File: src/hw/icache_defines.svh
`ifndef ICACHE_DEFINES_SVH
`define ICACHE_DEFINES_SVH

// cache geometry
`define ICACHE_WAYS         4
`define ICACHE_SETS         16
`define ICACHE_LINE_WORDS   4
`define ICACHE_WORD_BITS    32
`define ICACHE_ADDR_BITS    32

// derived widths
`define ICACHE_SET_BITS     ($clog2(`ICACHE_SETS))
`define ICACHE_WAY_BITS     ($clog2(`ICACHE_WAYS))

// word-in-line bits plus two byte bits
`define ICACHE_OFFSET_BITS  ($clog2(`ICACHE_LINE_WORDS) + 2)

`define ICACHE_TAG_BITS     (`ICACHE_ADDR_BITS - `ICACHE_SET_BITS - `ICACHE_OFFSET_BITS)

`endif

File: src/hw/icache_pkg.sv
`default_nettype none

`include "icache_defines.svh"

package icache_pkg;

    // index types shared by the arrays and the replacement logic
    typedef logic [`ICACHE_SET_BITS-1:0] set_idx_t;
    typedef logic [`ICACHE_WAY_BITS-1:0] way_idx_t;

    // fetch side
    typedef struct packed {
        logic [`ICACHE_ADDR_BITS-1:0] addr;
    } fetch_req_t;

    typedef struct packed {
        logic [`ICACHE_WORD_BITS-1:0] word;
    } fetch_resp_t;

    // one tag array entry
    typedef struct packed {
        logic                        valid;
        logic [`ICACHE_TAG_BITS-1:0] tag;
    } tag_entry_t;

    // one cache line, word 0 at the lowest address
    typedef struct packed {
        logic [`ICACHE_LINE_WORDS-1:0][`ICACHE_WORD_BITS-1:0] words;
    } line_t;

endpackage

`default_nettype wire

File: src/hw/icache_sram.sv
`timescale 1ns/1ps
`default_nettype none

`include "icache_defines.svh"

module icache_sram
    import icache_pkg::*;
#(
    parameter type entry_t = tag_entry_t
) (
    input  logic     clk,
    input  logic     rst,
    input  set_idx_t rd_index,
    output entry_t   rd_data,
    input  logic     we,
    input  set_idx_t wr_index,
    input  entry_t   wr_data
);

    entry_t mem [`ICACHE_SETS];

    // registered read, old data on a same-index write
    always_ff @(posedge clk or negedge rst) begin
        if (!rst) begin
            for (int i = 0; i < `ICACHE_SETS; i++) begin
                mem[i] <= '0;
            end
            rd_data <= '0;
        end else begin
            if (we) begin
                mem[wr_index] <= wr_data;
            end
            rd_data <= mem[rd_index];
        end
    end

endmodule

`default_nettype wire

File: config.mk
export PLATFORM = sky130hd
export DESIGN_NAME = icache_sram
export DESIGN_NICKNAME = d
export VERILOG_FILES = /design/src/hw/icache_pkg.sv /design/src/hw/icache_sram.sv
export VERILOG_INCLUDE_DIRS = /design/src /design/src/hw
export SDC_FILE = /design/constraint.sdc
export NUM_CORES = 1
export LEC_CHECK = 0
export ABC_AREA = 1
export BUFFER_PORTS_ARGS = -buffer_cell sky130_fd_sc_hd__buf_2
export CELL_PAD_IN_SITES_DETAIL_PLACEMENT = 1
export CELL_PAD_IN_SITES_GLOBAL_PLACEMENT = 1
export CORE_MARGIN = 4
export CORE_UTILIZATION = 40
export CTS_BUF_LIST = sky130_fd_sc_hd__clkbuf_2 sky130_fd_sc_hd__clkbuf_4 sky130_fd_sc_hd__clkbuf_8
export CTS_CLUSTER_DIAMETER = 40
export CTS_CLUSTER_SIZE = 20
export DETAILED_ROUTE_END_ITERATION = 10
export HOLD_SLACK_MARGIN = 0.02
export PLACE_DENSITY = 0.67
export SKIP_CTS_REPAIR_TIMING = 1
export SYNTH_ARGS = -nofsm -noshare
export SYNTH_HDL_FRONTEND = slang
export SYNTH_SLANG_ARGS = --single-unit
File: constraint.sdc
create_clock -name clk -period 1.7 [get_ports clk]
set_input_delay 0 -clock clk [delete_from_list [all_inputs] [get_ports clk]]
set_output_delay 0 -clock clk [all_outputs]
set_load 0.05 [all_outputs]
==> flow_metrics.env <==
export IMPL_syn_nets=2630
export IMPL_drt_wl_total_um=66140
export IMPL_fp_dieH_um=230.2
export IMPL_synth_warnings=0
export IMPL_reg2reg_depth=5
export IMPL_netlist_instances=2594
export IMPL_grt_pass1_wl_um=104600
export IMPL_ys_ff_latch=425
export IMPL_track_usage_pct=25.23
export IMPL_synth_area_leaders="dfrtp_1 54%, nand2_1 17%, o21ai_0 10%"
export IMPL_first_pass_iters=5
export IMPL_synthMuxAreaShare_pct=0
export IMPL_cp_end_kind="flip-flop"
export IMPL_n_antenna_cell=0
export IMPL_placed_cell_area_um2=20980
export IMPL_grt_max_degree=70
export IMPL_switching_share_pct=30.97
export IMPL_h_tree_depth=3
export IMPL_layout_setup_ws_ns=0.2729
export IMPL_setup_tns_ns=0
export IMPL_power_frac_comb_pct=18.2
export IMPL_drt_iter0_markers=1264
export IMPL_critPathMaxFanout=50
export IMPL_design_area_um2=22900
export IMPL_powerDensity_nw_per_um2=1245
export IMPL_n_fill_cell=6005
export IMPL_die_w_um=230.2
export IMPL_syn_area_um2=19750
export IMPL_post_route_drc_count=0
export IMPL_final_period_utilization_pct=83.95
export IMPL_gp_congestion=0.7675
export IMPL_dpl_worst_slack_ns=0.2559
export IMPL_synth_fa_ha_area_share_pct=0
export IMPL_cts_tree="yes"
export IMPL_hp_class="input port to flip-flop"
export IMPL_final_hold_viol_count=0
export IMPL_nets=2662
export IMPL_clkPwrFrac_pct=35.5
export IMPL_period_needed_ns=1.427
export IMPL_worstSkewPairLatency_ns=0.64
export IMPL_clock_skew_ns=0.01523
export IMPL_setup_viol_count_final=0
export IMPL_dieArea_um2=52990
export IMPL_p_sw_uw=8827
export IMPL_synth_xor_area_share_pct=0
export IMPL_start_util_pct=40.43
export IMPL_p_int_uw=19680
export IMPL_clk_pin_slew_ns=0.07
export IMPL_reg2reg_slack_ns=0.64
export IMPL_final_max_slew_viol_count=0
export IMPL_ant_nets=0
export IMPL_wl_per_cell_um=19.78
export IMPL_pwr_share_seq_pct=46.4
export IMPL_synth_compound_area_share_pct=10.14
export IMPL_cp_startpoint="wr_index[3]"
export IMPL_worst_r2r_endpoint="rd_data[16]"
export IMPL_synth_simple_area_share_pct=25.78
export IMPL_crit_end="mem[364]"
export IMPL_cp_arrival_ns=1.99
export IMPL_areaGrowthSynthToFinish_pct=15.95
export IMPL_ys_seq_area_share_pct=53.85
export IMPL_leakage_uw=0.01160
export IMPL_grt_setup_unrepaired="no"
export IMPL_avgSynthCellArea_um2=7.613
export IMPL_report_power_total_uw=28500
export IMPL_worstPathRequired_ns=2.26
export IMPL_clockBufferDepth=3
export IMPL_final_core_utilization_pct=46.88
export IMPL_place_hpwl_um=38290
export IMPL_antenna_found_initial=1
export IMPL_grt_pass1_vias=17970
export IMPL_hold_depth=4
export IMPL_tightest_slew_ns=0.9158
export IMPL_core_rowCount=81
export IMPL_vdd_drop_max_uv=536.9
export IMPL_synth_top_family_by_area="simple AND/OR/NAND/NOR gates"
export IMPL_cts_root_buf="clkbuf_8"
export IMPL_worst_setup_path_type="input port to flip-flop"
export IMPL_io_buffers=60
export IMPL_yosys_area_top_type="dfrtp_1"
export IMPL_synth_distinct_cells=15
export IMPL_grt_overflow=0
export IMPL_max_slew_margin_pct=38.86
export IMPL_startpoint_type="input port"
export IMPL_status="complete, no violations"
export IMPL_synth_top_area_share_pct=53.85
export IMPL_fp_coreArea_um2=48850
export IMPL_fmax_mhz=700.7
export IMPL_via_per_inst=5.130
export IMPL_cts_sinks=425
export IMPL_reg2reg_from="mem[91]"
export IMPL_drv_cap=0
export IMPL_ios=61
export IMPL_vias=17150
export IMPL_numCtsBuffers=69
export IMPL_layout_drive_gt1_share_pct=9.817
-- registers in the layout (all words and copies together), names as in the netlist --
signal,count
mem,400
rd_data,25
-- power by group through the flow --
| stage | logic, µW | clock network (µW) | registers [µW] |
|---|---|---|---|
| 2_1_floorplan | 3270 | 0 | 13400 |
| 3_3_place_gp | 4930 | 0 | 13300 |
| 3_5_place_dp | 5140 | 0 | 13400 |
| 4_1_cts | 5180 | 10400 | 13200 |
| 5_1_grt | 6030 | 10800 | 13500 |
| 6_report | 5180 | 10100 | 13200 |
-- worst max-delay path, stage by stage --
cell	delay [ns]
dlygate4sd3_1	0.53
buf_2	0.17
nor3_4	0.22
buf_12	0.33
nand2_1	0.07
dlygate4sd3_1	0.56
o21ai_0	0.07
-- per-stage QoR --
stage               cells  hold slack [ns]
floorplan            2594          -0.2956
CTS                  3308          -0.7762
global route         3343          0.03461
detailed placement   3184         -0.05992
global placement     3184         -0.06375
finish               3343          0.05191
-- layout make-up --
class	instances	area (µm²)	share of cell area (%)
timing repair buffer	147	1433	6.256
tap	664	830.8	3.628
inverter	339	1279	5.584
clock inverter	37	437.9	1.912
multi-input combinational	1644	7161	31.27
sequential	425	10640	46.45
clock buffer	87	1122	4.901
-- kinds of logic (layout without fill, tap and decap cells) --
logic type             Yosys count  count (layout)
buffers and inverters          525             610
DFF                            425             425
AOI/OAI and AO/OA              400             400
and+or+nand+nor               1244            1244
-- worst min-delay path by stage --
| stage | startpoint | to |
|---|---|---|
| after floorplan | rst | mem[0] |
| after global placement | rst | mem[178] |
| after detailed placement | rst | mem[153] |
| after CTS | rst | mem[153] |
| after global routing | we | mem[297] |
| final | we | mem[297] |
-- cell usage after synthesis --
cell / number
nand2_1: 920
dfrtp_1: 425
o21ai_0: 398
inv_1: 337
nand3_1: 310
clkbuf_1: 137
buf_2: 37
buf_1: 11
nor2_1: 5
or2_2: 5
nor3_2: 3
inv_2: 2
o21ai_1: 2
and3_1: 1
buf_4: 1
-- per-layer routing --
| metal | track usage, % | wire (µm) |
|---|---|---|
| met1 | 35.24 | 31500 |
| met2 | 41.48 | 30740 |
| met5 | 0 | 0 |
| met3 | 3.989 | 2544 |
| met4 | 6.144 | 1355 |
-- layout by cell type (no fill, tap or decap), types with 12 or more instances in the layout --
master and instances:
clkbuf_4 12, dfrtp_1 425, buf_2 57, inv_1 335, buf_4 24, dlygate4sd3_1 34, clkbuf_8 75, buf_12 30
nand2_1 912, o21ai_0 398, clkinv_2 13, nand3_1 306
Power figures use the tool's default switching activity.
