`src/hw/icache_defines.svh`:
```
`ifndef ICACHE_DEFINES_SVH
`define ICACHE_DEFINES_SVH

// cache geometry
`define ICACHE_WAYS         4
`define ICACHE_SETS         16
`define ICACHE_LINE_WORDS   4
`define ICACHE_WORD_BITS    32
`define ICACHE_ADDR_BITS    32

// derived widths
`define ICACHE_SET_BITS     ($clog2(`ICACHE_SETS))
`define ICACHE_WAY_BITS     ($clog2(`ICACHE_WAYS))

// word-in-line bits plus two byte bits
`define ICACHE_OFFSET_BITS  ($clog2(`ICACHE_LINE_WORDS) + 2)

`define ICACHE_TAG_BITS     (`ICACHE_ADDR_BITS - `ICACHE_SET_BITS - `ICACHE_OFFSET_BITS)

`endif

```
`src/hw/icache_pkg.sv`:
```
`default_nettype none

`include "icache_defines.svh"

package icache_pkg;

    // index types shared by the arrays and the replacement logic
    typedef logic [`ICACHE_SET_BITS-1:0] set_idx_t;
    typedef logic [`ICACHE_WAY_BITS-1:0] way_idx_t;

    // fetch side
    typedef struct packed {
        logic [`ICACHE_ADDR_BITS-1:0] addr;
    } fetch_req_t;

    typedef struct packed {
        logic [`ICACHE_WORD_BITS-1:0] word;
    } fetch_resp_t;

    // one tag array entry
    typedef struct packed {
        logic                        valid;
        logic [`ICACHE_TAG_BITS-1:0] tag;
    } tag_entry_t;

    // one cache line, word 0 at the lowest address
    typedef struct packed {
        logic [`ICACHE_LINE_WORDS-1:0][`ICACHE_WORD_BITS-1:0] words;
    } line_t;

endpackage

`default_nettype wire

```
`src/hw/mem_bus_pkg.sv`:
```
`default_nettype none

`include "icache_defines.svh"

package mem_bus_pkg;

    // line-aligned read request
    typedef struct packed {
        logic [`ICACHE_ADDR_BITS-1:0] addr;
    } mem_req_t;

    // one read beat
    typedef struct packed {
        logic [`ICACHE_WORD_BITS-1:0] data;
        logic                         last;
    } mem_beat_t;

endpackage

`default_nettype wire

```
`src/hw/icache_refill.sv`:
```
`timescale 1ns/1ps
`default_nettype none

`include "icache_defines.svh"

module icache_refill
    import icache_pkg::*;
    import mem_bus_pkg::*;
(
    input  logic       clk,
    input  logic       rst,
    input  logic       start,
    input  fetch_req_t miss_addr,
    input  way_idx_t   victim_way,
    output logic       mem_req_valid,
    output mem_req_t   mem_req,
    input  logic       mem_rvalid,
    input  mem_beat_t  mem_beat,
    output logic       fill_valid,
    output line_t      fill_line,
    output way_idx_t   fill_way,
    output set_idx_t   fill_set
);

    localparam int BEAT_BITS = $clog2(`ICACHE_LINE_WORDS);

    typedef enum logic [1:0] {
        IDLE,
        REQUEST,
        STREAM
    } refill_state_e;

    refill_state_e          state;
    logic [BEAT_BITS-1:0]   beat_cnt;
    logic                   beat_take;

    // beats may already arrive while the request strobe is out
    assign beat_take = mem_rvalid && (state != IDLE);

    always_ff @(posedge clk or negedge rst) begin
        if (!rst) begin
            state      <= IDLE;
            beat_cnt   <= '0;
            fill_valid <= 1'b0;
        end else begin
            fill_valid <= beat_take && mem_beat.last;
            case (state)
                IDLE: begin
                    if (start) begin
                        state    <= REQUEST;
                        beat_cnt <= '0;
                    end
                end
                REQUEST: begin
                    state <= STREAM;
                end
                default: ;
            endcase
            if (beat_take) begin
                beat_cnt <= beat_cnt + 1'b1;
                if (mem_beat.last) begin
                    state <= IDLE;
                end
            end
        end
    end

    // miss address and victim held for the whole refill
    always_ff @(posedge clk) begin
        if (start && state == IDLE) begin
            mem_req.addr <= {miss_addr.addr[`ICACHE_ADDR_BITS-1:`ICACHE_OFFSET_BITS],
                             {(`ICACHE_OFFSET_BITS){1'b0}}};
            fill_way     <= victim_way;
        end
        if (beat_take) begin
            fill_line.words[beat_cnt] <= mem_beat.data;
        end
    end

    assign mem_req_valid = (state == REQUEST);
    assign fill_set      = mem_req.addr[`ICACHE_OFFSET_BITS +: `ICACHE_SET_BITS];

endmodule

`default_nettype wire

```
`config.mk`:
```
export PLATFORM = sky130hd
export DESIGN_NAME = icache_refill
export DESIGN_NICKNAME = d
export VERILOG_FILES = /design/src/hw/icache_pkg.sv /design/src/hw/mem_bus_pkg.sv /design/src/hw/icache_refill.sv
export VERILOG_INCLUDE_DIRS = /design/src /design/src/hw
export SDC_FILE = /design/constraint.sdc
export NUM_CORES = 1
export LEC_CHECK = 0
export BUFFER_PORTS_ARGS = -buffer_cell sky130_fd_sc_hd__buf_4
export CORE_ASPECT_RATIO = 1.2
export CORE_MARGIN = 2
export CORE_UTILIZATION = 46
export CTS_BUF_LIST = sky130_fd_sc_hd__clkbuf_8 sky130_fd_sc_hd__clkbuf_16
export DETAILED_ROUTE_END_ITERATION = 16
export PLACE_DENSITY = 0.81
export SLEW_MARGIN = 10
export SYNTH_ARGS = -nofsm -noshare
export SYNTH_HDL_FRONTEND = slang
export SYNTH_SLANG_ARGS = --single-unit
```
`constraint.sdc`:
```
create_clock -name clk -period 4.25 [get_ports clk]
set_input_delay 0.85 -clock clk [delete_from_list [all_inputs] [get_ports clk]]
set_output_delay 0.85 -clock clk [all_outputs]
set_load 0.01 [all_outputs]
```
==> results of run 1 <==
==> where the power goes <==
| group | internal (mW) | switching (mW) | total [mW] |
|---|---|---|---|
| clock | 1.04 | 0.566 | 1.61 |
| combinational | 0.315 | 0.388 | 0.703 |
| sequential | 2.07 | 0.0881 | 2.15 |
==> flip-flops by register name, summed over array words and instances, names as in the netlist <==
register / count
mem_req: 28
fill_line: 128
fill_valid: 1
beat_cnt: 2
state: 2
fill_way: 2
==> logic make-up after synthesis <==
family,after synthesis,share of synthesized area
AO/OA/AOI/OAI,4,0.00465
XOR/XNOR,1,0.00171
adder cells (fa/ha/maj),4,0.00979
buffers and inverters,11,0.0142
flip-flops,163,0.952
multiplexers,1,0.00196
other,1,0.000733
AND/OR/NAND/NOR,12,0.0149
==> cell type report <==
cell class,count,area share
Multi-Input combinational cell,26,0.0251
Timing Repair Buffer,233,0.229
Tap cell,132,0.0217
Clock inverter,15,0.0281
Clock buffer,17,0.0558
Inverter,2,0.000985
Sequential cell,163,0.639
==> metal layers <==
metal | up-vias | part of all wire | global-route usage
li1 | 1261 | - | -
met1 | 1363 | 0.34 | 0.179
met2 | 163 | 0.55 | 0.316
met3 | 6 | 0.11 | 0.0885
met4 | 0 | 0.0084 | 0.0462
met5 | - | 0 | 0
==> cells in the mapped netlist (all sizes together) <==
library cell / n
dfrtp: 5
inv: 2
edfxtp: 158
or4b: 2
nor2: 2
o21ai: 2
a21oi: 1
nor2b: 1
buf: 9
mux2i: 1
conb: 1
and3: 4
nand2: 1
or2: 1
ha: 4
xnor2: 1
nor3b: 1
a31o: 1
==> worst max path at each step <==
stage | startpoint | endpoint | slack, ns
finish | state[0] | mem_req_valid | 2.27
global route | state[0] | mem_req_valid | 2.21
CTS | state[0] | mem_req_valid | 2.25
detailed placement | mem_rvalid | fill_line[81] | 1.99
global placement | mem_rvalid | fill_line[83] | 2.00
floorplan | start | fill_way[0] | 0.66
==> per-stage QoR <==
| step | utilization | hold slack [ns] |
|---|---|---|
| after floorplan | - | 0.554 |
| after detailed placement | 0.639 | 0.624 |
| after global placement | 0.639 | 0.606 |
| after global routing | 0.697 | 0.217 |
| final | 0.697 | 0.239 |
| after CTS | 0.697 | 0.221 |
==> layout by cell type (no fill, tap or decap), types with 2 or more instances in the layout <==
cell type / count
bufinv_16: 5
clkbuf_16: 17
clkinv_2: 2
inv_6: 2
or4b_1: 2
dfrtp_1: 5
nor2_1: 2
inv_1: 5
clkinv_4: 2
o21ai_0: 2
and3_2: 2
edfxtp_1: 158
and3_1: 2
ha_1: 4
conb_1: 4
buf_4: 233
==> results by group, run 1 <==
Timing
  – Final setup fails: 0
  – Final Hold Viols: 0
  – Max-slew violation count: 0
  – Slew @ Worst Pin: ~0.9 ns
  – Final Cycle Share: 0.466
  – Setup Skew: 0.00567 ns
  – Sum Neg Setup Slack: 0 ns
  – Rel. slew slack: 0.406
  – Unrepaired setup endpoints after global routing: no
  – Setup ws final: 2.27 ns
  – Max frequency: 505 MHz
  – Post-layout min period: a little under 2 ns

Drt
  – DRC viols: 0
  – Total wire length: approximately 11000 um
  – Routed wire length per instance: approximately 18 um
  – Vias post-DR: 2793
  – First-pass iteration count of the detailed router: 5
  – DR vias/cell: between 4 and 5
  – Antenna-violating nets left: 0
  – First DRT Iteration DRCs: 72

Clocking
  – Skew-Pair Late Insertion Delay: approximately 0.40 ns
  – Postcts setup bufs: 0
  – CTS hold repair buffers: 0
  – CTS H-tree depth: 4
  – CTS tree: built
  – Clock-pin slew on the worst setup and hold paths: roughly 0.06 ns
  – CTS Buf Count: 17
  – Clock buffer depth: 2
  – CTS sink cnt: between 150 and 200
  – Post-CTS resize count: 0
  – Root Buffer: clkbuf_16

Floorplanning
  – Initial core utilization: 0.468
  – Num rows: 42
  – Die span in x: 100 um
  – Die ar.: about 12000 sq um
  – IO Count: roughly 240
  – Core Box Area: about 11000 sq um
  – Die height: ~120 um

Status
  – Status: finished clean

Critical path
  – Worst endpoint required time: ~3.4 ns
  – CP endpoint kind: primary output
  – FF-to-FF setup slack: roughly 2.3 ns
  – Max Fanout on Critical Path: 7
  – Worst setup SP type: flip-flop
  – RR Startpoint: beat_cnt[0]
  – Crit-path leading delay family: flip-flops
  – Worst path depth: 2
  – Worst R2R End: fill_line[82]
  – Kind of critical path: flip-flop to primary output
  – Buf+Inv Stages, Crit Path: 1
  – Max incr delay on CP: 0.43 ns
  – Critical path data arrival time: between 1 and 1.5 ns
  – Worst path cell trace: nor2b_1 > buf_4
  – Slowest CP cell: dfrtp_1
  – Reg2Reg Depth: 4

Synth
  – Post-synth top area cell: edfxtp_1
  – Synthesis-stage register bit count: 163
  – Top-area cell type share of the netlist area: 0.928
  – Syn_area_per_cell: ~26 sq um
  – Post-synth cell types: 19
  – Syn. warnings: 0
  – Synthesized area: approximately 5100 sq um
  – Area contributors post-synth: edfxtp_1 (93%), dfrtp_1 (2.4%), buf_4 (1.2%)
  – Register area share after synthesis: 0.952
  – Syn Inst Count: 197

Cells and area
  – Design Area, Final: roughly 7600 sq um
  – Final cell count without fillers: ~590
  – Multi-input gate area: between 150 and 200 sq um
  – Register area: between 4000 and 5000 sq um
  – Nets: 518
  – Share of layout cells above drive strength 1: 0.583
  – FILL cells: slightly below 700
  – Ant diodes: 0
  – P&R area growth vs syn: 49.0%

Placed design
  – Post-place instance area: roughly 7000 sq um
  – DP Cell Count: roughly 560
  – GPL Wtd Cong: 0.765
  – DP Wirelength: approximately 7500 um
  – Pre-CTS setup slack: slightly below 2 ns
  – Port bufs: 230

GRT
  – Global Route Usage Sum: 0.176
  – Pin count of the biggest net entering global routing: 33
  – Initial antenna violation count: 0
  – First-pass GRT wire length: 15300 um
  – Number of global-route vias before repair: 2898
  – Congestion Overflow GR: 0

Power and ir drop
  – PwrDens: ~600 nW/um^2
  – Worst vdd ir: around 0.42 mV
  – Pwr Total: 4.46 mW
  – Static Leak: approximately 3.1 nW

Min path
  – Hold WC Path Type: input port to asynchronous set/reset pin

Run
  – Max-Cap Viols: 0
(Power assumes the default switching activity.)
==> run 2: changes to the inputs <==
- CORE_UTILIZATION: 46 -> 41
- PLACE_DENSITY: 0.81 -> 0.77
- clock period: 4.25 -> 1.62 ns (I/O delays scaled with it)
==> run 2 against run 1 <==
Compared with the run above: worst hold slack got worse by 0.15 ns; first-iteration DRC count grew 100%; die area rose by 12%; total power rose to 2.6 times the previous value; utilization fell by 6.1 points; critical path depth increased by 1; combinational power grew to 2.8 times the previous value; register-to-register slack worse by 2.1 ns; clock power rose to 2.5 times the previous value; non-clock buffer count grew 4; count of clock-buffer cells in the layout unchanged.
==> results by group, run 2 (same netlist as run 1, synthesis figures left out) <==
Critical path
  – Max Fanout on Critical Path: 6
  – Buf+Inv Stages, Crit Path: 2
  – Worst endpoint required time: ~1.3 ns
  – Kind of critical path: flip-flop to primary output
  – Slowest CP cell: dfrtp_1
  – Critical path data arrival time: approximately 1.2 ns
  – CP endpoint kind: primary output
  – Worst setup SP type: flip-flop
  – Worst path cell trace: buf_4 > nor2b_1 > buf_4
  – Max incr delay on CP: around 0.37 ns
  – Crit-path leading delay family: flip-flops
  – Most used cell, CP: buf_4

Timing
  – Final Hold Viols: 0
  – Post-layout min period: roughly 1.5 ns
  – Setup Skew: 0.00647 ns
  – Max-slew violation count: 0
  – Setup ws final: 0.0951 ns
  – Final setup fails: 0
  – Unrepaired setup endpoints after global routing: no
  – Sum Neg Setup Slack: 0 ns
  – Max frequency: between 600 and 700 MHz
  – Final Cycle Share: 0.941

Floorplanning
  – Die height: 126 um
  – Die span in x: around 110 um
  – Initial core utilization: 0.420
  – IO Count: about 240
  – Num rows: 44
  – Die ar.: 13400 sq um
  – Core Box Area: roughly 12000 sq um

Placed design
  – DP Wirelength: approximately 7200 um
  – DP Cell Count: just under 600
  – Pre-CTS setup slack: roughly 0.19 ns
  – GPL Wtd Cong: roughly 0.76
  – Port bufs: 230

Drt
  – First DRT Iteration DRCs: between 100 and 150
  – Antenna-violating nets left: 0
  – DR vias/cell: ~4.5
  – Total wire length: a little over 10000 um
  – Vias post-DR: roughly 2800
  – First-pass iteration count of the detailed router: 4
  – Routed wire length per instance: roughly 17 um
  – DRC viols: 0

Clocking
  – Postcts setup bufs: 0
  – CTS hold repair buffers: 1
  – Post-CTS resize count: 0
  – CTS Buf Count: 17
  – Clock buffer depth: 2
  – Skew-Pair Late Insertion Delay: between 0.4 and 0.5 ns
  – Clock-pin slew on the worst setup and hold paths: ~0.060 ns
  – CTS sink cnt: approximately 160
  – Root Buffer: clkbuf_16
  – CTS H-tree depth: 4
  – CTS tree: built

Cells and area
  – Most frequent cells in the layout: buf_4 (231), edfxtp_1 (158), clkbuf_16 (17)
  – Max FFs per register: between 100 and 150
  – Commonest non-fill, non-tap cell in the layout: buf_4
  – Share of layout cells above drive strength 1: 0.596
  – Ant diodes: 0
  – Nets: approximately 520
  – Final cell count without fillers: 621
  – P&R area growth vs syn: 51.5%
  – FILL cells: 840

Status
  – Status: finished clean

Power and ir drop
  – Pwr Total: ~12 mW
  – PwrDens: 1510 nW/um^2
  – Worst vdd ir: roughly 0.8 mV
  – Static Leak: about 3.1 nW

GRT
  – Congestion Overflow GR: 0
  – Initial antenna violation count: 0
  – Number of global-route vias before repair: between 2000 and 3000
  – Pin count of the biggest net entering global routing: 33
  – First-pass GRT wire length: 14900 um
  – Global Route Usage Sum: 0.153

Min path
  – Hold WC Path Type: input port to flip-flop

Run
  – Max-Cap Viols: 0
## run 2: layer usage
layer,routed length (um),part of all wire,global-route usage
met2,5310,0.52,0.262
met3,1170,0.11,0.0709
met5,0,0,0
met1,3670,0.36,0.167
met4,115,0.011,0.0542
## run 2: where the power goes
part	total, mW	switching (mW)	internal (mW)
sequential	5.64	0.231	5.41
clock	4.10	1.63	2.47
combinational	1.97	1.02	0.945
## run 2: worst paths after layout
path	to	cells after the start	startpoint	slack, ns
max	mem_req_valid	3	state[0]	0.1
min	mem_req[11]	1	miss_addr[11]	0.09
max reg2reg	fill_line[83]	4	beat_cnt[0]	0.20
min reg2reg	state[0]	1	state[1]	0.62
max in group asynchronous	state[1]	2	rst	1.25
min in group asynchronous	state[0]	2	rst	0.25
## run 2: cell type report
class | instances | area [sq um] | area share
sequential | 163 | 4870 | 0.629
timing repair buffer | 237 | 1840 | 0.238
clock buffer | 17 | 425 | 0.0549
tap | 161 | 201 | 0.0260
multi-input combinational | 26 | 200 | 0.0258
clock inverter | 15 | 198 | 0.0255
inverter | 2 | 7.51 | 0.000969
## run 2: per-stage QoR
stage          hold slack (ns)  instance area [sq um]   util
2_1_floorplan           0.0284                   5140      -
3_3_place_gp             0.127                   7110  0.585
3_5_place_dp             0.129                   7110  0.585
4_1_cts                 0.0656                   7750  0.637
5_1_grt                 0.0647                   7750  0.637
6_report                0.0868                   7750  0.637
