### src/hw/icache_defines.svh
`ifndef ICACHE_DEFINES_SVH
`define ICACHE_DEFINES_SVH

// cache geometry
`define ICACHE_WAYS         4
`define ICACHE_SETS         16
`define ICACHE_LINE_WORDS   4
`define ICACHE_WORD_BITS    32
`define ICACHE_ADDR_BITS    32

// derived widths
`define ICACHE_SET_BITS     ($clog2(`ICACHE_SETS))
`define ICACHE_WAY_BITS     ($clog2(`ICACHE_WAYS))

// word-in-line bits plus two byte bits
`define ICACHE_OFFSET_BITS  ($clog2(`ICACHE_LINE_WORDS) + 2)

`define ICACHE_TAG_BITS     (`ICACHE_ADDR_BITS - `ICACHE_SET_BITS - `ICACHE_OFFSET_BITS)

`endif

### src/hw/icache_pkg.sv
`default_nettype none

`include "icache_defines.svh"

package icache_pkg;

    // index types shared by the arrays and the replacement logic
    typedef logic [`ICACHE_SET_BITS-1:0] set_idx_t;
    typedef logic [`ICACHE_WAY_BITS-1:0] way_idx_t;

    // fetch side
    typedef struct packed {
        logic [`ICACHE_ADDR_BITS-1:0] addr;
    } fetch_req_t;

    typedef struct packed {
        logic [`ICACHE_WORD_BITS-1:0] word;
    } fetch_resp_t;

    // one tag array entry
    typedef struct packed {
        logic                        valid;
        logic [`ICACHE_TAG_BITS-1:0] tag;
    } tag_entry_t;

    // one cache line, word 0 at the lowest address
    typedef struct packed {
        logic [`ICACHE_LINE_WORDS-1:0][`ICACHE_WORD_BITS-1:0] words;
    } line_t;

endpackage

`default_nettype wire

### src/hw/icache_plru.sv
`timescale 1ns/1ps
`default_nettype none

`include "icache_defines.svh"

module icache_plru
    import icache_pkg::*;
(
    input  logic     clk,
    input  logic     rst,
    input  logic     touch,
    input  set_idx_t touch_set,
    input  way_idx_t touch_way,
    input  set_idx_t victim_set,
    output way_idx_t victim_way
);

    // bit 0 picks the half, bit 1 the left pair, bit 2 the right pair
    logic [2:0] tree [`ICACHE_SETS];
    logic [2:0] cur;

    always_ff @(posedge clk or negedge rst) begin
        if (!rst) begin
            for (int i = 0; i < `ICACHE_SETS; i++) begin
                tree[i] <= '0;
            end
        end else if (touch) begin
            // point away from the touched way
            tree[touch_set][0] <= ~touch_way[1];
            if (touch_way[1]) begin
                tree[touch_set][2] <= ~touch_way[0];
            end else begin
                tree[touch_set][1] <= ~touch_way[0];
            end
        end
    end

    assign cur = tree[victim_set];

    always_comb begin
        if (cur[0]) begin
            victim_way = {1'b1, cur[2]};
        end else begin
            victim_way = {1'b0, cur[1]};
        end
    end

endmodule

`default_nettype wire

### config.mk
export PLATFORM = sky130hd
export DESIGN_NAME = icache_plru
export DESIGN_NICKNAME = d
export VERILOG_FILES = /design/src/hw/icache_pkg.sv /design/src/hw/icache_plru.sv
export VERILOG_INCLUDE_DIRS = /design/src /design/src/hw
export SDC_FILE = /design/constraint.sdc
export NUM_CORES = 1
export LEC_CHECK = 0
export ABC_AREA = 1
export BUFFER_PORTS_ARGS = -buffer_cell sky130_fd_sc_hd__buf_2
export CAP_MARGIN = 20
export CORE_ASPECT_RATIO = 1.1
export CORE_MARGIN = 2
export CORE_UTILIZATION = 30
export CTS_CLUSTER_SIZE = 12
export DETAILED_ROUTE_END_ITERATION = 10
export PLACE_DENSITY = 0.49
export SLEW_MARGIN = 25
export SYNTH_ARGS = -nofsm -noshare
export SYNTH_HDL_FRONTEND = slang
export SYNTH_SLANG_ARGS = --single-unit
### constraint.sdc
create_clock -name clk -period 3.7 [get_ports clk]
set_input_delay 0.74 -clock clk [delete_from_list [all_inputs] [get_ports clk]]
set_output_delay 0.74 -clock clk [all_outputs]
set_load 0.01 [all_outputs]
==> flow_summary_export.csv, run 1 <==
group,metric,value,unit
global_route,grt_use_total,15.6,%
placed_design,placed_cell_area,2620,µm²
sta,rsz0062_at_grt,"no",
placed_design,portBuffers,14,
cts,clkLatencyLatePin,300,ps
finish,biggestRegsByFlops,"tree (48)",
cts,cts_tree,"done",
yosys,ys_ff_latch,48,
setup_path,critPathCapture,"victim_way[0]",
setup_path,crit_family,"buffers and inverters",
cts,cts.repair.resized,0,
power,vdd_drop_max,0.184,mV
sta,fmax,343,MHz
setup_path,path_cells,"buf_2, inv_2, nand2_1, nand3_1, nand3_1, nand3_1, nand2_1, inv_1, nand2_1, nand2_1, buf_2",
floorplanning,core-area,7960,µm²
routing,wirelength,6380,µm
yosys,synth-seq-area-share,48.6,%
setup_path,r2r-start,"tree[41]",
run_status,outcome,"complete, no violations",
finish,layout-drive-gt1-share,9.25,%
routing,top_layer,"met4",
global_route,grt-ovfl-total,0,
sta,skew,0,ps
cts,clk_pin_slew,90,ps
yosys,syn_area_per_cell,7.31,µm²
power,p_leak,1.31,nW
floorplanning,die_h,99.2,µm
setup_path,cp_num_cells,11,
yosys,ys_types,19,
routing,dr_wl_met3,189,µm
setup_path,rrSetupSlack,3000,ps
finish,area_delta_synth_final,10.5,%
sta,min_period,2920,ps
finish,largest_reg_flops,48,
yosys,syn_nets,351,
cts,clock_path_buffers,2,
global_route,grt_pass1_vias,2121,
setup_path,worstSetupStartpointType,"primary input",
sta,finalCritPeriodShare,78.8,%
routing,wl_met2,2800,µm
setup_path,worstPathBufferInverterCount,4,
sta,worst_slew_pin_slew,633,ps
finish,nets,358,
routing,dr.pass1.iters,5,
min_path,hp-class,"primary input to asynchronous set/reset pin",
sta,max-slew-margin-rel,57.4,%
global_route,grt_start_max_net_pins,49,
setup_path,worst_path_max_delay_cell,"buf_2",
sta,hold_violations,0,
placed_design,dp.cells,446,
setup_path,criticalPathCategory,"primary input to output port",
finish,largest-register,"tree",
sta,setup_viol,0,
run,maxCapViolCount,0,
routing,wire_per_inst,14.1,µm
finish,final_area,2730,µm²
finish,fin_cells,454,
yosys,syn_inst,338,
setup_path,r2r_cells,2,
yosys,syn-cell-area,2470,µm²
yosys,synth-xor-area-share,0,%
setup_path,critPathCaptureType,"output port",
routing,vias,2108,
cts,clockRootBuffer,"clkbuf_8",
setup_path,crit_fanout,34,
setup_path,critPathLaunch,"victim_set[0]",
floorplanning,num_rows,34,
finish,antenna_cells_inserted,0,
placed_design,place_congestion,0.813,
yosys,yosys.area_share.simple,27.6,%
setup_path,max_stage_delay,430,ps
yosys,synth_top_family_by_area,"simple AND/OR/NAND/NOR gates",
floorplanning,io_pins,15,
yosys,synth-compound-area-share,14.9,%
cts,numClockSinks,48,
routing,route.layer.met1.wl,3310,µm
cts,ctsHtreeMaxLevel,2,
global_route,grt_pass1_wl,11000,µm
global_route,antenna_found_initial,0,
cts,cts_hold_buf,0,
floorplanning,die_w,90.5,µm
yosys,synth-warning-count,0,
setup_path,cp.required,2960,ps
sta,slew_violations,0,
routing,drcViolationCount,0,
routing,viasPerCell,4.64,
placed_design,dpl.hpwl,4620,µm
sta,finalSetupTns,0,ps
setup_path,timing.rr.end,"tree[41]",
floorplanning,initial_core_util,31.1,%
setup_path,crit_top_cell,"nand2_1",
routing,first_iter_violations,126,
floorplanning,dieArea,8980,µm²
sta,hold_slack,448,ps
finish,n_fill_cell,855,
yosys,synth-adder-area-share,0,%
routing,ant_nets,0,
setup_path,cp.arrival,2180,ps
cts,cts_setup_buffers,0,
cts,cts_buffers,5,
power,powerDensity,488,nW/µm²
yosys,muxShareOfSynthArea,0,%
==> stage by stage <==
step / util (%) / worst slack (ps) / power [mW]
finish: 34.3 / 784 / 1.33
global route: 34.3 / 527 / 1.42
CTS: 34.3 / 795 / 1.35
detailed placement: 32.9 / 803 / 0.951
global placement: 32.9 / 821 / 0.950
floorplan: - / 1330 / 0.861
==> report_power, final <==
| group | total (mW) | internal, mW | switching, mW | leakage, nW |
|---|---|---|---|---|
| sequential | 0.676 | 0.631 | 0.0457 | 0.579 |
| clock | 0.395 | 0.204 | 0.192 | 0.0548 |
| combinational | 0.261 | 0.0912 | 0.170 | 0.672 |
==> kinds of logic after synthesis <==
logic type,after synthesis
flip-flops,48
AND/OR/NAND/NOR,164
buffers and inverters,56
AO/OA/AOI/OAI,70
==> worst min path at each step <==
stage	end	startpoint	cells after the start
2_1_floorplan	tree[0]	rst	0
3_3_place_gp	tree[31]	tree[31]	2
3_5_place_dp	tree[1]	tree[1]	2
4_1_cts	tree[15]	rst	1
5_1_grt	tree[10]	rst	1
6_report	tree[15]	rst	1
==> placed cells by master (no fill, tap or decap), types with 2 or more instances in the layout <==
cell type | synthesis | routed
o211ai_1 | 3 | 3
o21ai_0 | 25 | 25
nor2_1 | 28 | 28
nand2_1 | 101 | 101
inv_2 | 5 | 5
nand3_1 | 27 | 27
clkbuf_8 | 0 | 5
a31oi_1 | 8 | 8
nor4_2 | 2 | 2
nor3_1 | 3 | 3
nor2_2 | 2 | 2
o21ai_1 | 15 | 15
a21oi_1 | 19 | 19
inv_1 | 36 | 36
buf_2 | 5 | 13
dfrtp_1 | 48 | 48
==> cells in the mapped netlist <==
cell type,number,area share [%]
a21oi_1,19,3.8
a31oi_1,8,2.0
buf_2,5,1.0
buf_4,1,0.30
clkbuf_1,8,1.2
clkinv_1,1,0.15
dfrtp_1,48,49
inv_1,36,5.5
inv_2,5,0.76
nand2_1,101,15
nand3_1,27,5.5
nor2_1,28,4.3
nor2_2,2,0.51
nor3_1,3,0.61
nor3_2,1,0.41
nor4_2,2,1.0
o211ai_1,3,0.91
o21ai_0,25,5.1
o21ai_1,15,3.0
==> per-layer routing <==
metal  track usage (%)  vias up
li1                  -     1100
met1              22.7      966
met2              24.1       36
met3              2.73        6
met4              4.26        0
met5                 0        -
==> worst reg2reg max path, stage by stage, from the launching register on <==
cell     delay [ps]
dfrtp_1         400
a21oi_1         120
a31oi_1          50
==> final cells by class <==
class	instances	area, µm²	area share (%)
Sequential cell	48	1200	44.0
Multi-Input combinational cell	234	1050	38.4
Inverter	42	158	5.77
Tap cell	108	135	4.95
Timing Repair Buffer	14	72.6	2.66
Clock buffer	5	68.8	2.52
Clock inverter	3	46.3	1.69
No activity file was read; power rests on OpenSTA's default activity.
==> run 2: changes to the inputs <==
--- a/config.mk
+++ b/config.mk
@@ -6,7 +6,7 @@
 export SDC_FILE = /design/constraint.sdc
 export NUM_CORES = 1
 export LEC_CHECK = 0
-export ABC_AREA = 1
+export ABC_AREA = 0
 export BUFFER_PORTS_ARGS = -buffer_cell sky130_fd_sc_hd__buf_2
 export CAP_MARGIN = 20
 export CORE_ASPECT_RATIO = 1.1
==> constraint.sdc (replaced) <==
create_clock -name clk -period 2.9 [get_ports clk]
set_input_delay 0.58 -clock clk [delete_from_list [all_inputs] [get_ports clk]]
set_output_delay 0.58 -clock clk [all_outputs]
set_load 0.01 [all_outputs]
==> run 2 against run 1 <==
Non-clock buffer count grew 7. Synthesized area grew 2.4%. Critical path type unchanged. Register-to-register slack lost 870 ps. Design area grew 3.3%. Global-route usage shrank 1.1 points. Clock-buffer cell count grew 2. Sequential share of layout area shrank 1.4 points. Largest cell class unchanged. Synthesized cell count shrank 33%.
==> flow_summary_export.csv, run 2 <==
group,metric,value,unit
sta,finalSetupTns,0,ps
yosys,synthArstFlopShare,100,%
sta,min_period,2730,ps
sta,finalCritPeriodShare,94.2,%
global_route,grt-ovfl-total,0,
yosys,ys_ff_latch,48,
cts,numClockSinks,48,
cts,cts_setup_buffers,0,
finish,final_common_cell,"dfrtp_1",
floorplanning,io_pins,15,
yosys,syn_area_per_cell,11.2,µm²
yosys,synth-warning-count,0,
cts,clkLatencyLatePin,310,ps
setup_path,r2r_cells,1,
yosys,synth_common_cells,"dfrtp_1 (48), clkbuf_1 (15), mux2i_1 (15), nor2_1 (15)",
finish,antenna_cells_inserted,0,
placed_design,dpl.hpwl,4450,µm
routing,wirelength,6350,µm
cts,ctsHtreeMaxLevel,2,
routing,ant_nets,0,
floorplanning,die_h,100,µm
power,finalPower,1.71,mW
sta,worst_slew_pin_slew,737,ps
finish,largest_reg_flops,48,
setup_path,criticalPathCategory,"primary input to output port",
finish,layout-drive-gt1-share,18.6,%
sta,fin_ws,169,ps
finish,n_fill_cell,818,
run,maxCapViolCount,0,
sta,skew,0,ps
setup_path,cp.required,2320,ps
sta,fmax,366,MHz
placed_design,placed_cell_area,2700,µm²
global_route,grt_pass1_vias,1712,
setup_path,crit_fanout,12,
setup_path,r2r-start,"tree[27]",
finish,utilization,34.1,%
setup_path,worstSetupStartpointType,"primary input",
placed_design,dp.cells,339,
routing,vias,1745,
sta,rsz0062_at_grt,"no",
setup_path,critPathCaptureType,"output port",
setup_path,worst_path_max_delay_cell,"mux4_1",
routing,drcViolationCount,0,
finish,fin_cells,347,
yosys,syn-cell-area,2530,µm²
yosys,synth.most_common_cell,"dfrtp_1",
floorplanning,initial_core_util,30.6,%
routing,wire_per_inst,18.3,µm
cts,clk_pin_slew,90,ps
floorplanning,num_rows,35,
sta,hold_slack,287,ps
cts,cts_tree,"done",
sta,setup_viol,0,
routing,dr.pass1.iters,4,
cts,clockRootBuffer,"clkbuf_8",
global_route,grt_pass1_wl,10100,µm
setup_path,rrSetupSlack,2130,ps
global_route,grt_start_max_net_pins,29,
run_status,outcome,"complete, no violations",
finish,largest-register,"tree",
finish,final_cell_mix,"dfrtp_1 (48), mux2i_1 (15), nor2_1 (15)",
placed_design,place_congestion,0.779,
yosys,yosysTopAreaCell,"dfrtp_1",
setup_path,max_stage_delay,570,ps
cts,cts_buffers,5,
placed_design,place_ws,188,ps
floorplanning,dieArea,9180,µm²
global_route,grt_use_total,14.5,%
routing,viasPerCell,5.03,
floorplanning,core-area,8280,µm²
sta,slew_violations,0,
cts,cts.repair.resized,0,
global_route,antenna_found_initial,0,
routing,first_iter_violations,116,
power,p_leak,1.35,nW
yosys,synth_edf_count,0,
yosys,syn_inst,226,
floorplanning,die_w,91.6,µm
cts,cts_hold_buf,0,
sta,max-slew-margin-rel,50.5,%
yosys,ys_top_cells_by_area,"dfrtp_1 (47%), mux4_1 (7.3%), mux2i_1 (5.9%)",
cts,clock_path_buffers,2,
finish,area_delta_synth_final,11.6,%
yosys,synthDominantCellAreaShare,47.5,%
finish,final_area,2820,µm²
setup_path,timing.rr.end,"tree[27]",
yosys,synth-seq-area-share,47.5,%
sta,hold_violations,0,
setup_path,path_cells,"buf_2, buf_12, mux4_1, mux2i_1, mux2i_1, mux2_1, buf_2",
power,powerDensity,607,nW/µm²
yosys,synthFlopType,"dfrtp_1",
min_path,hp-class,"primary input to asynchronous set/reset pin",
finish,biggestRegsByFlops,"tree (48)",
setup_path,cp.arrival,2150,ps
placed_design,portBuffers,14,
yosys,syn_nets,239,
power,vdd_drop_max,0.259,mV
finish,nets,248,
yosys,ys_types,26,
## run 2: cells by family (layout without fill, tap and decap cells)
| group | after synthesis | after routing | share of synthesized area (%) |
|---|---|---|---|
| AO/OA/AOI/OAI | 40 | 40 | 10.5 |
| AND/OR/NAND/NOR | 68 | 68 | 13.3 |
| flip-flops | 48 | 48 | 47.5 |
| buffers and inverters | 32 | 42 | 6.18 |
| multiplexers | 38 | 38 | 22.6 |
## run 2: metal layers
metal  track usage (%)  up-vias  part of all wire (%)
li1                  -      843                     -
met1              20.1      869                    47
met2              23.4       24                    49
met3              2.25        9                   2.2
met4              4.90        0                   1.8
met5                 0        -                     0
## run 2: final cells by class
| class | instances | area, µm² | share of cell area [%] |
|---|---|---|---|
| Tap cell | 111 | 139 | 4.92 |
| Sequential cell | 48 | 1200 | 42.6 |
| Clock inverter | 1 | 30.0 | 1.06 |
| Multi-Input combinational cell | 146 | 1170 | 41.5 |
| Clock buffer | 7 | 96.3 | 3.41 |
| Inverter | 13 | 48.8 | 1.73 |
| Timing Repair Buffer | 21 | 135 | 4.79 |
## run 2: worst max-delay path by stage
stage | to | depth (start not counted) | slack, ps | start
after floorplan | victim_way[0] | 5 | 470 | victim_set[0]
after global placement | victim_way[0] | 7 | 170 | victim_set[0]
after detailed placement | victim_way[0] | 7 | 190 | victim_set[0]
after CTS | victim_way[0] | 7 | 170 | victim_set[0]
after global routing | victim_way[0] | 7 | 130 | victim_set[0]
final | victim_way[0] | 7 | 170 | victim_set[0]
## run 2: critical path, delay by kind of cell
kind                   cells  cell delay, ps
buffers and inverters      3             400
muxes                      4            1170
## run 2: power breakdown
part	switching, mW	total (mW)	leakage, nW	internal [mW]
combinational	0.151	0.311	0.693	0.160
sequential	0.0772	0.868	0.590	0.791
clock	0.231	0.535	0.0645	0.304
total	0.459	1.71	1.35	1.25
